## config.mk

```make
export PLATFORM = sky130hd
export DESIGN_NAME = bt_bridge_top
export DESIGN_NICKNAME = d
export VERILOG_FILES = /design/src/verilog/bt_pkg.sv /design/src/verilog/buf_port_if.sv /design/src/verilog/bt_bridge_top.sv /design/src/verilog/buffer_ram_arbiter.sv /design/src/verilog/link_controller.sv /design/src/verilog/uart_rx.sv /design/src/verilog/uart_tx.sv
export SDC_FILE = /design/constraint.sdc
export NUM_CORES = 1
export LEC_CHECK = 0
export BUFFER_PORTS_ARGS = -buffer_cell sky130_fd_sc_hd__buf_2
export CAP_MARGIN = 20
export CORE_AREA = 3 3 201 203
export CTS_CLUSTER_DIAMETER = 150
export DETAILED_ROUTE_END_ITERATION = 7
export DIE_AREA = 0 0 204 206
export MAX_ROUTING_LAYER = met4
export SLEW_MARGIN = 10
export SYNTH_ARGS = -nofsm -noshare
export SYNTH_HDL_FRONTEND = slang
export SYNTH_SLANG_ARGS = --single-unit
```

## constraint.sdc

```tcl
create_clock -name clock -period 8.05 [get_ports clock]
set_clock_uncertainty 0.15 [all_clocks]
set_input_delay 1.61 -clock clock [delete_from_list [all_inputs] [get_ports clock]]
set_output_delay 1.61 -clock clock [all_outputs]
set_load 0.01 [all_outputs]
```

## src/verilog/bt_pkg.sv

```systemverilog
// Buffer geometry, UART timing and link controller state codes
package bt_pkg;
	// Byte buffer split into a transmit region and a receive region
	localparam int unsigned BUF_DEPTH = 32;
	localparam int unsigned ADDR_W = 5;
	localparam logic [ADDR_W-1:0] TX_BASE = 5'd0;
	localparam logic [ADDR_W-1:0] RX_BASE = 5'd16;
	localparam logic [ADDR_W-1:0] REGION_BYTES = 5'd16;

	// UART bit timing, short for simulation
	localparam int unsigned BIT_CYCLES = 8;
	localparam int unsigned BIT_CNT_W = $clog2(BIT_CYCLES);
	localparam int unsigned MID_BIT = BIT_CYCLES / 2 - 1;

	// Idle time on the line after each sent byte
	localparam int unsigned GAP_CYCLES = 40;
	localparam int unsigned GAP_CNT_W = $clog2(GAP_CYCLES);

	// Bytes expected back from the module in command mode
	localparam logic [ADDR_W-1:0] RESP_BYTES = 5'd4;

	localparam logic [3:0] Idle = 4'd0;
	localparam logic [3:0] Load = 4'd1;
	localparam logic [3:0] Wait_link = 4'd2;
	localparam logic [3:0] Fetch = 4'd3;
	localparam logic [3:0] Send = 4'd4;
	localparam logic [3:0] Rest = 4'd5;
	localparam logic [3:0] Receive = 4'd6;
	localparam logic [3:0] Wait_host = 4'd7;
	localparam logic [3:0] Read = 4'd8;
	localparam logic [3:0] Done = 4'd15;
endpackage

```

## src/verilog/buf_port_if.sv

```systemverilog
// Buffer access port with requester and arbiter views
interface buf_port_if;
	// Request fields are held by the requester until gnt
	logic                      req;
	logic                      gnt;
	logic                      we;
	logic [bt_pkg::ADDR_W-1:0] addr;
	logic [7:0]                wdata;
	// Valid on the cycle after gnt for a read
	logic [7:0]                rdata;

	modport requester (
		output req, we, addr, wdata,
		input  gnt, rdata
	);

	modport arbiter (
		input  req, we, addr, wdata,
		output gnt, rdata
	);
endinterface

```

## src/verilog/bt_bridge_top.sv

```systemverilog
// Serial link bridge top level joining buffer arbiter, UART pair and link controller
module bt_bridge_top (
	input  logic        clock,
	input  logic        reset,
	input  logic [15:0] host_word_i,
	input  logic        host_load_i,
	input  logic        host_read_i,
	input  logic        begin_i,
	input  logic        at_mode_i,
	input  logic        bt_state_i,
	input  logic        rxd_i,
	output logic        txd_o,
	output logic        loaded_o,
	output logic [15:0] host_word_o,
	output logic        host_word_valid_o,
	output logic [3:0]  state_o,
	output logic        done_o
);
	logic       tx_start;
	logic [7:0] tx_data;
	logic       tx_done;
	logic [4:0] rx_count;
	logic       rx_clear;

	// One buffer port per requester
	buf_port_if rx_bus ();
	buf_port_if ctl_bus ();

	buffer_ram_arbiter arb0 (
		.clock_i  (clock),
		.reset_i  (reset),
		.rx_port  (rx_bus.arbiter),
		.ctl_port (ctl_bus.arbiter)
	);

	uart_tx tx0 (
		.clock_i (clock),
		.reset_i (reset),
		.start_i (tx_start),
		.data_i  (tx_data),
		.txd_o   (txd_o),
		.done_o  (tx_done)
	);

	uart_rx rx0 (
		.clock_i  (clock),
		.reset_i  (reset),
		.rxd_i    (rxd_i),
		.clear_i  (rx_clear),
		.buf_port (rx_bus.requester),
		.count_o  (rx_count)
	);

	link_controller ctl0 (
		.clock_i           (clock),
		.reset_i           (reset),
		.host_word_i       (host_word_i),
		.host_load_i       (host_load_i),
		.host_read_i       (host_read_i),
		.begin_i           (begin_i),
		.at_mode_i         (at_mode_i),
		.bt_state_i        (bt_state_i),
		.host_word_o       (host_word_o),
		.host_word_valid_o (host_word_valid_o),
		.loaded_o          (loaded_o),
		.state_o           (state_o),
		.done_o            (done_o),
		.rx_count_i        (rx_count),
		.rx_clear_o        (rx_clear),
		.tx_start_o        (tx_start),
		.tx_data_o         (tx_data),
		.tx_done_i         (tx_done),
		.buf_port          (ctl_bus.requester)
	);
endmodule

```

## src/verilog/buffer_ram_arbiter.sv

```systemverilog
// Shared byte RAM with fixed-priority arbitration between receiver and controller ports
module buffer_ram_arbiter (
	input  logic     clock_i,
	input  logic     reset_i,
	buf_port_if.arbiter rx_port,
	buf_port_if.arbiter ctl_port
);
	logic [7:0] mem [bt_pkg::BUF_DEPTH];
	logic [7:0] rx_rdata;
	logic [7:0] ctl_rdata;
	logic                      acc_en;
	logic                      acc_we;
	logic [bt_pkg::ADDR_W-1:0] acc_addr;
	logic [7:0]                acc_wdata;

	// Receiver always wins, it asks for one cycle per byte at most
	assign rx_port.gnt = rx_port.req;
	assign ctl_port.gnt = ctl_port.req && !rx_port.req;

	assign acc_en = rx_port.gnt || ctl_port.gnt;
	assign acc_we = rx_port.gnt ? rx_port.we : ctl_port.we;
	assign acc_addr = rx_port.gnt ? rx_port.addr : ctl_port.addr;
	assign acc_wdata = rx_port.gnt ? rx_port.wdata : ctl_port.wdata;

	assign rx_port.rdata = rx_rdata;
	assign ctl_port.rdata = ctl_rdata;

	always_ff @(posedge clock_i)
	begin
		if (acc_en && acc_we)
			mem[acc_addr] <= acc_wdata;
	end

	// Read data lands in the port that was granted
	always_ff @(posedge clock_i or posedge reset_i)
	begin
		if (reset_i)
		begin
			rx_rdata <= 8'h00;
			ctl_rdata <= 8'h00;
		end
		else
		begin
			if (rx_port.gnt && !rx_port.we)
				rx_rdata <= mem[rx_port.addr];
			if (ctl_port.gnt && !ctl_port.we)
				ctl_rdata <= mem[ctl_port.addr];
		end
	end
endmodule

```

## src/verilog/link_controller.sv

```systemverilog
// Link controller FSM for host load, byte send, rest gap, response wait and host read
module link_controller (
	input  logic        clock_i,
	input  logic        reset_i,
	input  logic [15:0] host_word_i,
	input  logic        host_load_i,
	input  logic        host_read_i,
	input  logic        begin_i,
	input  logic        at_mode_i,
	input  logic        bt_state_i,
	output logic [15:0] host_word_o,
	output logic        host_word_valid_o,
	output logic        loaded_o,
	output logic [3:0]  state_o,
	output logic        done_o,
	input  logic [4:0]  rx_count_i,
	output logic        rx_clear_o,
	output logic        tx_start_o,
	output logic [7:0]  tx_data_o,
	input  logic        tx_done_i,
	buf_port_if.requester buf_port
);
	logic [3:0]                   state;
	logic [3:0]                   end_state;
	logic                         req;
	logic                         we;
	logic                         pend;
	logic                         hi;
	logic                         cmd_mode;
	logic                         load_ok;
	logic [bt_pkg::ADDR_W-1:0]    addr;
	logic [bt_pkg::ADDR_W-1:0]    load_bytes;
	logic [bt_pkg::ADDR_W-1:0]    send_idx;
	logic [bt_pkg::ADDR_W-1:0]    rd_idx;
	logic [7:0]                   wdata;
	logic [15:0]                  word_hold;
	logic [bt_pkg::GAP_CNT_W-1:0] gap_cnt;

	assign buf_port.req = req;
	assign buf_port.we = we;
	assign buf_port.addr = addr;
	assign buf_port.wdata = wdata;
	assign state_o = state;
	assign done_o = (state == bt_pkg::Done);
	assign end_state = cmd_mode ? bt_pkg::Receive : bt_pkg::Done;

	// First load out of Idle restarts both regions
	assign load_ok = host_load_i && !req && ((state == bt_pkg::Idle) ||
		(state == bt_pkg::Load && load_bytes < bt_pkg::REGION_BYTES));
	assign rx_clear_o = load_ok && (state == bt_pkg::Idle);

	always_ff @(posedge clock_i or posedge reset_i)
	begin
		if (reset_i)
		begin
			state <= bt_pkg::Idle;
			req <= 1'b0;
			we <= 1'b0;
			pend <= 1'b0;
			hi <= 1'b0;
			cmd_mode <= 1'b0;
			addr <= '0;
			load_bytes <= '0;
			send_idx <= '0;
			rd_idx <= '0;
			wdata <= 8'h00;
			word_hold <= 16'h0000;
			gap_cnt <= '0;
			tx_start_o <= 1'b0;
			tx_data_o <= 8'h00;
			loaded_o <= 1'b0;
			host_word_o <= 16'h0000;
			host_word_valid_o <= 1'b0;
		end
		else
		begin
			tx_start_o <= 1'b0;
			loaded_o <= 1'b0;
			host_word_valid_o <= 1'b0;
			// Read data follows a granted read by one cycle
			pend <= req && buf_port.gnt && !we;
			if (buf_port.gnt)
				req <= 1'b0;
			case (state)
				bt_pkg::Idle, bt_pkg::Load:
				begin
					if (req && we && buf_port.gnt)
					begin
						load_bytes <= load_bytes + 5'd1;
						if (!hi)
						begin
							hi <= 1'b1;
							req <= 1'b1;
							addr <= addr + 5'd1;
							wdata <= word_hold[15:8];
						end
						else
						begin
							hi <= 1'b0;
							loaded_o <= 1'b1;
						end
					end
					else if (load_ok)
					begin
						word_hold <= host_word_i;
						req <= 1'b1;
						we <= 1'b1;
						wdata <= host_word_i[7:0];
						state <= bt_pkg::Load;
						if (state == bt_pkg::Idle)
						begin
							load_bytes <= '0;
							addr <= bt_pkg::TX_BASE;
						end
						else
							addr <= bt_pkg::TX_BASE + load_bytes;
					end
					else if (begin_i && !req)
					begin
						cmd_mode <= at_mode_i;
						send_idx <= '0;
						// Command mode talks to the module without a link
						state <= at_mode_i ? bt_pkg::Fetch : bt_pkg::Wait_link;
					end
				end
				bt_pkg::Wait_link:
				begin
					if (bt_state_i)
						state <= bt_pkg::Fetch;
				end
				bt_pkg::Fetch:
				begin
					if (pend)
					begin
						// A zero byte ends the message
						if (buf_port.rdata == 8'h00)
							state <= end_state;
						else
						begin
							tx_data_o <= buf_port.rdata;
							tx_start_o <= 1'b1;
							state <= bt_pkg::Send;
						end
					end
					else if (!req)
					begin
						if (send_idx == load_bytes)
							state <= end_state;
						else
						begin
							req <= 1'b1;
							we <= 1'b0;
							addr <= bt_pkg::TX_BASE + send_idx;
						end
					end
				end
				bt_pkg::Send:
				begin
					if (tx_done_i)
					begin
						gap_cnt <= '0;
						send_idx <= send_idx + 5'd1;
						state <= bt_pkg::Rest;
					end
				end
				bt_pkg::Rest:
				begin
					if (gap_cnt == bt_pkg::GAP_CNT_W'(bt_pkg::GAP_CYCLES - 1))
						state <= bt_pkg::Fetch;
					else
						gap_cnt <= gap_cnt + 1'b1;
				end
				bt_pkg::Receive:
				begin
					if (rx_count_i >= bt_pkg::RESP_BYTES)
					begin
						rd_idx <= '0;
						state <= bt_pkg::Wait_host;
					end
				end
				bt_pkg::Wait_host:
				begin
					if (!begin_i)
						state <= bt_pkg::Done;
					else if (host_read_i)
					begin
						hi <= 1'b0;
						req <= 1'b1;
						we <= 1'b0;
						addr <= bt_pkg::RX_BASE + rd_idx;
						state <= bt_pkg::Read;
					end
				end
				bt_pkg::Read:
				begin
					if (pend && !hi)
					begin
						word_hold[7:0] <= buf_port.rdata;
						hi <= 1'b1;
						req <= 1'b1;
						addr <= addr + 5'd1;
					end
					else if (pend)
					begin
						host_word_o <= {buf_port.rdata, word_hold[7:0]};
						host_word_valid_o <= 1'b1;
						hi <= 1'b0;
						rd_idx <= rd_idx + 5'd2;
						// Whole response handed over
						if (rd_idx + 5'd2 >= bt_pkg::RESP_BYTES)
							state <= bt_pkg::Done;
						else
							state <= bt_pkg::Wait_host;
					end
				end
				bt_pkg::Done:
				begin
					if (!begin_i)
						state <= bt_pkg::Idle;
				end
				default:
					state <= bt_pkg::Idle;
			endcase
		end
	end
endmodule

```

## src/verilog/uart_rx.sv

```systemverilog
// UART receiver, 8N1, writes each good byte into the receive region of the buffer
module uart_rx (
	input  logic       clock_i,
	input  logic       reset_i,
	input  logic       rxd_i,
	input  logic       clear_i,
	buf_port_if.requester buf_port,
	output logic [4:0] count_o
);
	logic                         rxd_sync;
	logic                         active;
	logic [bt_pkg::BIT_CNT_W-1:0] cyc_cnt;
	logic [3:0]                   bit_cnt;
	logic [7:0]                   shift;
	logic [4:0]                   count;
	logic                         req;
	logic [bt_pkg::ADDR_W-1:0]    addr;
	logic [7:0]                   wdata;
	logic                         mid;
	logic                         bit_end;

	assign mid = (cyc_cnt == bt_pkg::BIT_CNT_W'(bt_pkg::MID_BIT));
	assign bit_end = (cyc_cnt == bt_pkg::BIT_CNT_W'(bt_pkg::BIT_CYCLES - 1));

	assign buf_port.req = req;
	assign buf_port.we = 1'b1;
	assign buf_port.addr = addr;
	assign buf_port.wdata = wdata;
	assign count_o = count;

	always_ff @(posedge clock_i or posedge reset_i)
	begin
		if (reset_i)
		begin
			rxd_sync <= 1'b1;
			active <= 1'b0;
			cyc_cnt <= '0;
			bit_cnt <= 4'd0;
			shift <= 8'h00;
			count <= 5'd0;
			req <= 1'b0;
			addr <= bt_pkg::RX_BASE;
			wdata <= 8'h00;
		end
		else
		begin
			rxd_sync <= rxd_i;
			if (buf_port.gnt)
				req <= 1'b0;
			if (!active)
			begin
				if (!rxd_sync)
				begin
					active <= 1'b1;
					cyc_cnt <= '0;
					bit_cnt <= 4'd0;
				end
			end
			else
			begin
				cyc_cnt <= bit_end ? '0 : cyc_cnt + 1'b1;
				if (bit_end)
					bit_cnt <= bit_cnt + 4'd1;
				if (mid)
				begin
					// Start bit gone high again means a glitch
					if (bit_cnt == 4'd0)
						active <= !rxd_sync;
					else if (bit_cnt == 4'd9)
					begin
						active <= 1'b0;
						// Bad stop bit drops the byte
						if (rxd_sync)
						begin
							req <= 1'b1;
							addr <= bt_pkg::RX_BASE + {1'b0, count[3:0]};
							wdata <= shift;
							count <= count + 5'd1;
						end
					end
					else
						shift <= {rxd_sync, shift[7:1]};
				end
			end
			if (clear_i)
				count <= 5'd0;
		end
	end
endmodule

```

## src/verilog/uart_tx.sv

```systemverilog
// UART transmitter, 8N1, LSB first, start strobe in and done pulse out
module uart_tx (
	input  logic       clock_i,
	input  logic       reset_i,
	input  logic       start_i,
	input  logic [7:0] data_i,
	output logic       txd_o,
	output logic       done_o
);
	logic                         busy;
	logic [bt_pkg::BIT_CNT_W-1:0] cyc_cnt;
	logic [3:0]                   bit_cnt;
	logic [7:0]                   shift;
	logic                         bit_end;

	assign bit_end = (cyc_cnt == bt_pkg::BIT_CNT_W'(bt_pkg::BIT_CYCLES - 1));

	// Pulses on the last cycle of the stop bit 10 bit times after the start strobe
	assign done_o = busy && bit_end && (bit_cnt == 4'd9);

	always_ff @(posedge clock_i or posedge reset_i)
	begin
		if (reset_i)
		begin
			busy <= 1'b0;
			cyc_cnt <= '0;
			bit_cnt <= 4'd0;
			shift <= '1;
			txd_o <= 1'b1;
		end
		else if (!busy)
		begin
			if (start_i)
			begin
				busy <= 1'b1;
				cyc_cnt <= '0;
				bit_cnt <= 4'd0;
				shift <= data_i;
				txd_o <= 1'b0;
			end
		end
		else if (bit_end)
		begin
			cyc_cnt <= '0;
			if (bit_cnt == 4'd9)
				busy <= 1'b0;
			else
			begin
				bit_cnt <= bit_cnt + 4'd1;
				txd_o <= shift[0];
				// Ones fill in behind the data and form the stop bit
				shift <= {1'b1, shift[7:1]};
			end
		end
		else
			cyc_cnt <= cyc_cnt + 1'b1;
	end
endmodule
```

Word level (Yosys, flattened, before mapping)
Memory sizes are Yosys's and may differ from the RTL's. A register that Yosys moved wholly into a read port is not among the register bits.
Cells that the tools add are included.
Widths: inputs -> output; s select.
{ "totals": {"register_bits": 139, "mem_bits_rw": 256, "output_inout_bits": 24, "elab_cells": 291, "n_memories": 1} }
{ "op_classes": {"add_sub_neg": 12, "n_lt_le_gt_ge": 3, "eq_ne": 48, "muxes": 130, "bitwise": 6, "n_reduce_logical": 58} }
{ "mem_list": {"columns": ["memory", "depth", "width", "rd", "rd_ports_with_merged_regs", "wr", "line", "text"], "rows": [
  ["arb0.mem", 32, 8, 1, 1, 1, "buffer_ram_arbiter.sv:8", "logic [7:0] mem [bt_pkg::BUF_DEPTH];"]
]} }
{ "ops": {"columns": ["operator", "n"], "rows": [
  ["$mux 5", 25],
  ["$mux 4", 25],
  ["$mux 8", 11],
  ["$mux 1", 52],
  ["$pmux 4 s9", 1],
  ["$ne 2x2->1 const B", 16],
  ["$add 5x1->5 const B", 4],
  ["$pmux 5 s2", 2],
  ["$pmux 5 s4", 1],
  ["$reduce_and 5->1", 4],
  ["$reduce_bool 2->1", 10],
  ["$mux 3", 6],
  ["$ne 2x1->1 const B", 9],
  ["$reduce_and 3->1", 6],
  ["$eq 4x3->1 const B", 4],
  ["$eq 4x4->1 const B", 4],
  ["$pmux 8 s2", 1],
  ["$reduce_and 4->1", 4],
  ["$logic_and 1x1->1", 15],
  ["$mux 6", 2],
  ["$ne 3x1->1 const B", 4],
  ["$pmux 6 s2", 1],
  ["$reduce_and 12->1", 1],
  ["$ge 5x3->1 const B", 2],
  ["27 further kinds", 47]
]} }

Logic depth before layout (Yosys ltp)
{ "logic_depth": {"ltp_word": 7, "depth_mapped": 9} }

Hierarchy
From an unflattened synthesis, not the netlist that was laid out.
{ "hier_totals": {"cells_unflattened": 1546, "area_unflattened_um2": 20334.5} }
{ "by_module_without_submodules": {"columns": ["module", "instances", "cells_each", "area_per_inst_um2", "seq_area_each_um2"], "rows": [
  ["buffer_ram_arbiter", 1, 894, 13425.4, 8087.8],
  ["link_controller", 1, 456, 4415.5, 2127.0],
  ["uart_rx", 1, 124, 1566.5, 877.1],
  ["uart_tx", 1, 72, 927.1, 436.7]
]} }

Worst setup path after synthesis
OpenSTA, ideal clock, no wires.
{ "synth_timing": {"path_kind": "in2reg", "startpoint": "input host_load_i", "endpoint": "register ctl0.state[0], in the netlist ctl0.state_o[0]", "setup_time_ps": 125, "arrival_ps": 2841, "t_required_ps": 7775, "slack_ps": 4934, "cell_stages": 5, "cell_sequence": "a21boi_0 o21ai_0 a32oi_1 and4_4 mux2_4"} }
{ "synth_between": {"elab_chain_cells": 5} }
{ "synth_lines": {"columns": ["item", "line", "text"], "rows": [
  ["start: declaration", "bt_bridge_top.sv:6", "input logic host_load_i,"],
  ["$logic_and 1x1->1 (*) (2 in series)", "link_controller.sv:48", "assign load_ok = host_load_i && !req && ((state == bt_pkg::Idle) ||"],
  ["$mux 4", "link_controller.sv:103", "else if (load_ok)"],
  ["$mux 4", "link_controller.sv:87", "if (req && we && buf_port.gnt)"],
  ["$pmux 4 s9", "link_controller.sv:84", "case (state)"],
  ["end signal: assignment", "link_controller.sv:56", "state <= bt_pkg::Idle;"],
  ["end signal: assignment", "link_controller.sv:109", "state <= bt_pkg::Load;"],
  ["end signal: assignment", "link_controller.sv:123", "state <= at_mode_i ? bt_pkg::Fetch : bt_pkg::Wait_link;"],
  ["end: declaration", "link_controller.sv:23", "logic [3:0] state;"]
]} }
Every way passes the cells marked *; elsewhere a longest branch is shown, timed or not. The select of a mux whose other input is x is not followed.
A chain may end at the register's enable or synchronous reset.

Worst setup path after layout
{ "layout_timing": {"startpoint": "register ctl0.state[2], in the netlist ctl0.state_o[2]", "endpoint": "output done_o"} }
{ "layout_between": {"elab_chain_cells": 1} }
{ "layout_lines": {"columns": ["item", "line", "text"], "rows": [
  ["$eq 4x4->1", "link_controller.sv:44", "assign done_o = (state == bt_pkg::Done);"],
  ["end: declaration", "bt_bridge_top.sv:17", "output logic done_o"]
]} }
No other way between the ends.

==> metrics.yaml <==
result_of_the_run: "completed"
area_growth_pct: 11.3
period_share_pct: 47.4
timing.fmax_mhz: 262
htreeDepth: 2
mostFrequentLayoutCells: "256 x edfxtp_1, 133 x dfrtp_1, 131 x nand2_1, 82 x nor2_1, 61 x o21ai_0"
antenna_violating_nets_post_route: 0
vias_per_cell: 5.66
drcViolationCount: 0
worst-slew-pin-transition_ps: 1230
ys_warn_count: 0
grt_first_pass_wirelength_microns: 62400
rsz0062_at_grt: "false"
floorplan.initialDensity_pct: 44.9
startpoint_type: "register"
buffers_added_on_ports: 47
detail_route.iter0.violations: 764
layout.cells.most_common: "edfxtp_1"
layout.cells.non_filler: 1819
final-setup-viol-count: 0
crit_path_end_kind: "primary output"
clock_root_buffer_master: "clkbuf_16"
cts_max_path_buffers: 3
synthesis.area_per_instance_sq_um: 14.1
grt_remaining_overflow: 0
worst_skew_pair.late_latency_ps: 560
setup_tns_after_final_layout_ps: 0
slew_headroom_pct: 17.8
dr_total_vias: 10300
max_cap_viol_count: 0
power.ir.vdd_worst_uv: 141
power.share.switching_pct: 33.0
total_detailed_routing_wirelength_microns: 39600
power.share.sequential_pct: 44.9
filler_cell_count: 3285
worst-endpoint-required_ps: 6290
synth.yosys.seq_area_share_pct: 65.3
hold_class: "reg -> reg"
synth-async-reset-ratio_pct: 36.2
synth_cells: 1230
power-per-cell-area_mw_per_mm2: 347
slew_violations: 0
synthDistinctLibCells: 73
cts-resized-gates: 0
arrival_ps: 2050
dp.cells: 1741
number_of_synthesized_flops_with_an_enable_pin: 256
power_frac_clock_pct: 27.7
pin_count_of_the_biggest_net_entering_global_routing: 87
placeableCoreArea_sq_mm: 0.0386
finalWeightedCongestion: 0.845
pwr-share-comb_pct: 27.4
drive_gt1_share_pct: 19.1
grt.total_usage_pct: 19.8
post_synth_instance_area_sq_mm: 0.0174
worstPathMaxFanout: 27
detailed_place_hpwl_microns: 25600
most_used_flip_flop_cell_after_synthesis: "edfxtp_1"
n_antenna_cell: 0
finalHoldViolCount: 0
ys_ff_latch: 401
placement_rows: 72
power.internal_mw: 4.50
power.leakage_nw: 7.20
floorplan.die.height_microns: 206
sequential_cell_area_sq_mm: 0.0113
power.net_switching_mw: 2.22
cts-buffers-inserted: 43
cts_tree: "done"
finalNetCount: 1311
die-width_microns: 204
first_pass_iters: 6
clkTransAtPathRegs_ps: 60
grt_pass1_vias: 10400
synth_fp_nets: 1271
cts_hold_buffers: 0
multi_input_area_sq_mm: 0.00562
routed_wire_length_per_instance_microns: 21.8
crit_type: "reg -> out"
grt_antenna_before_repair: 0
io_pins: 48
fin_crit_ps: 3810
cts_setup_buffers: 0
die_area_sq_mm: 0.0420
numClockSinks: 401
[stage by stage]
stage	hold WS [ps]	setup slack (ps)	power [mW]	cell area, sq um	util (%)
after global placement	295	4580	4.87	18000	46.5
after detailed placement	301	4550	4.90	18000	46.5
after CTS	312	4210	6.78	19300	50.0
after global routing	335	4120	7.08	19300	50.0
final	313	4240	6.71	19300	50.0
after floorplan	285	2410	4.31	17400	-
[critical path, cell delays in order, from the launching register on]
cell,delay (ps)
dfrtp_1,950
and3_1,290
and2_1,130
buf_2,130
[final timing paths]
check	from	cells after the start	endpoint	slack, ps
worst max register to register	ctl0.buf_port.addr[0]$_DFFE_PP0P_	4	arb0.mem[14][5]$_DFFE_PP_	4590
max in group asynchronous	reset	3	ctl0.cmd_mode$_DFFE_PP0P_	5390
worst min-delay path	tx0.shift[0]$_DFFE_PP1P_	2	tx0.txd_o$_DFFE_PP1P_	310
worst min register to register	tx0.shift[0]$_DFFE_PP1P_	2	tx0.txd_o$_DFFE_PP1P_	310
worst max-delay path	ctl0.state_o[2]$_DFFE_PP0P_	3	done_o	4240
min in group asynchronous	reset	2	ctl0.host_word_o[6]$_DFFE_PP0P_	1050
[area by class of cell]
| type | count | area share (%) |
|---|---|---|
| Tap cell | 518 | 3.35 |
| Clock inverter | 16 | 0.602 |
| Inverter | 20 | 0.414 |
| Sequential cell | 401 | 58.6 |
| Clock buffer | 60 | 6.26 |
| Multi-Input combinational cell | 747 | 29.1 |
| Timing Repair Buffer | 57 | 1.64 |
[registers in the layout, indices dropped and copies added (netlist names), 3 cells and up]
name                 cells
rx0.count_o              5
tx0.shift                8
ctl0.load_bytes          5
ctl0.buf_port.addr       5
rx0.buf_port.wdata       8
rx0.shift                8
ctl0.gap_cnt             6
ctl0.state_o             4
ctl0.buf_port.wdata      8
rx0.buf_port.addr        4
arb0.mem               256
tx0.cyc_cnt              3
ctl0.send_idx            5
ctl0.word_hold          16
ctl0.tx_data_o           8
arb0.ctl_port.rdata      8
tx0.bit_cnt              4
ctl0.host_word_o        16
rx0.bit_cnt              4
rx0.cyc_cnt              3
ctl0.rd_idx              4
[logic make-up after synthesis]
group	synth area share, %
adders and majority gates	1.23
buffers and inverters	2.39
and+or+nand+nor	8.77
DFF	65.3
muxes	12.6
xor gates and xnor gates	0.858
AOI/OAI and AO/OA	8.94
[synth_stat cells (10+ instances only)]
library cell	number	area [sq um]
edfxtp_1	256	7690
dfrtp_1	135	3380
nand2_1	131	492
nor2_1	82	308
o21ai_0	61	305
mux2_2	60	676
mux2i_1	53	531
mux4_2	40	901
a21oi_1	37	185
clkbuf_1	28	105
a31oi_1	20	125
buf_2	19	95.1
inv_1	18	67.6
a21o_1	17	128
ha_1	17	213
nand3_1	15	75.1
nand2b_1	12	75.1
xor2_1	12	105
nor3_1	11	55.1
o22a_1	11	96.3
and2_1	10	62.6
dfstp_2	10	263
o22ai_1	10	62.6
[metal layers]
| metal | part of all wire (%) | up-vias | global-route usage, % |
|---|---|---|---|
| met4 | 3.3 | 0 | 7.13 |
| met5 | 0 | - | - |
| met3 | 5.2 | 84 | 3.34 |
| met1 | 44 | 5205 | 26.7 |
| li1 | - | 4724 | - |
| met2 | 47 | 289 | 30.8 |
[power by group through the flow]
stage               sequential, mW  clock, mW  combinational, mW
finish                        3.01       1.86               1.84
global route                  3.06       2.00               2.03
CTS                           3.02       1.91               1.85
detailed placement            3.05          0               1.84
global placement              3.05          0               1.82
floorplan                     2.85          0               1.46
Note: power is estimated with default switching activity, not from simulation.
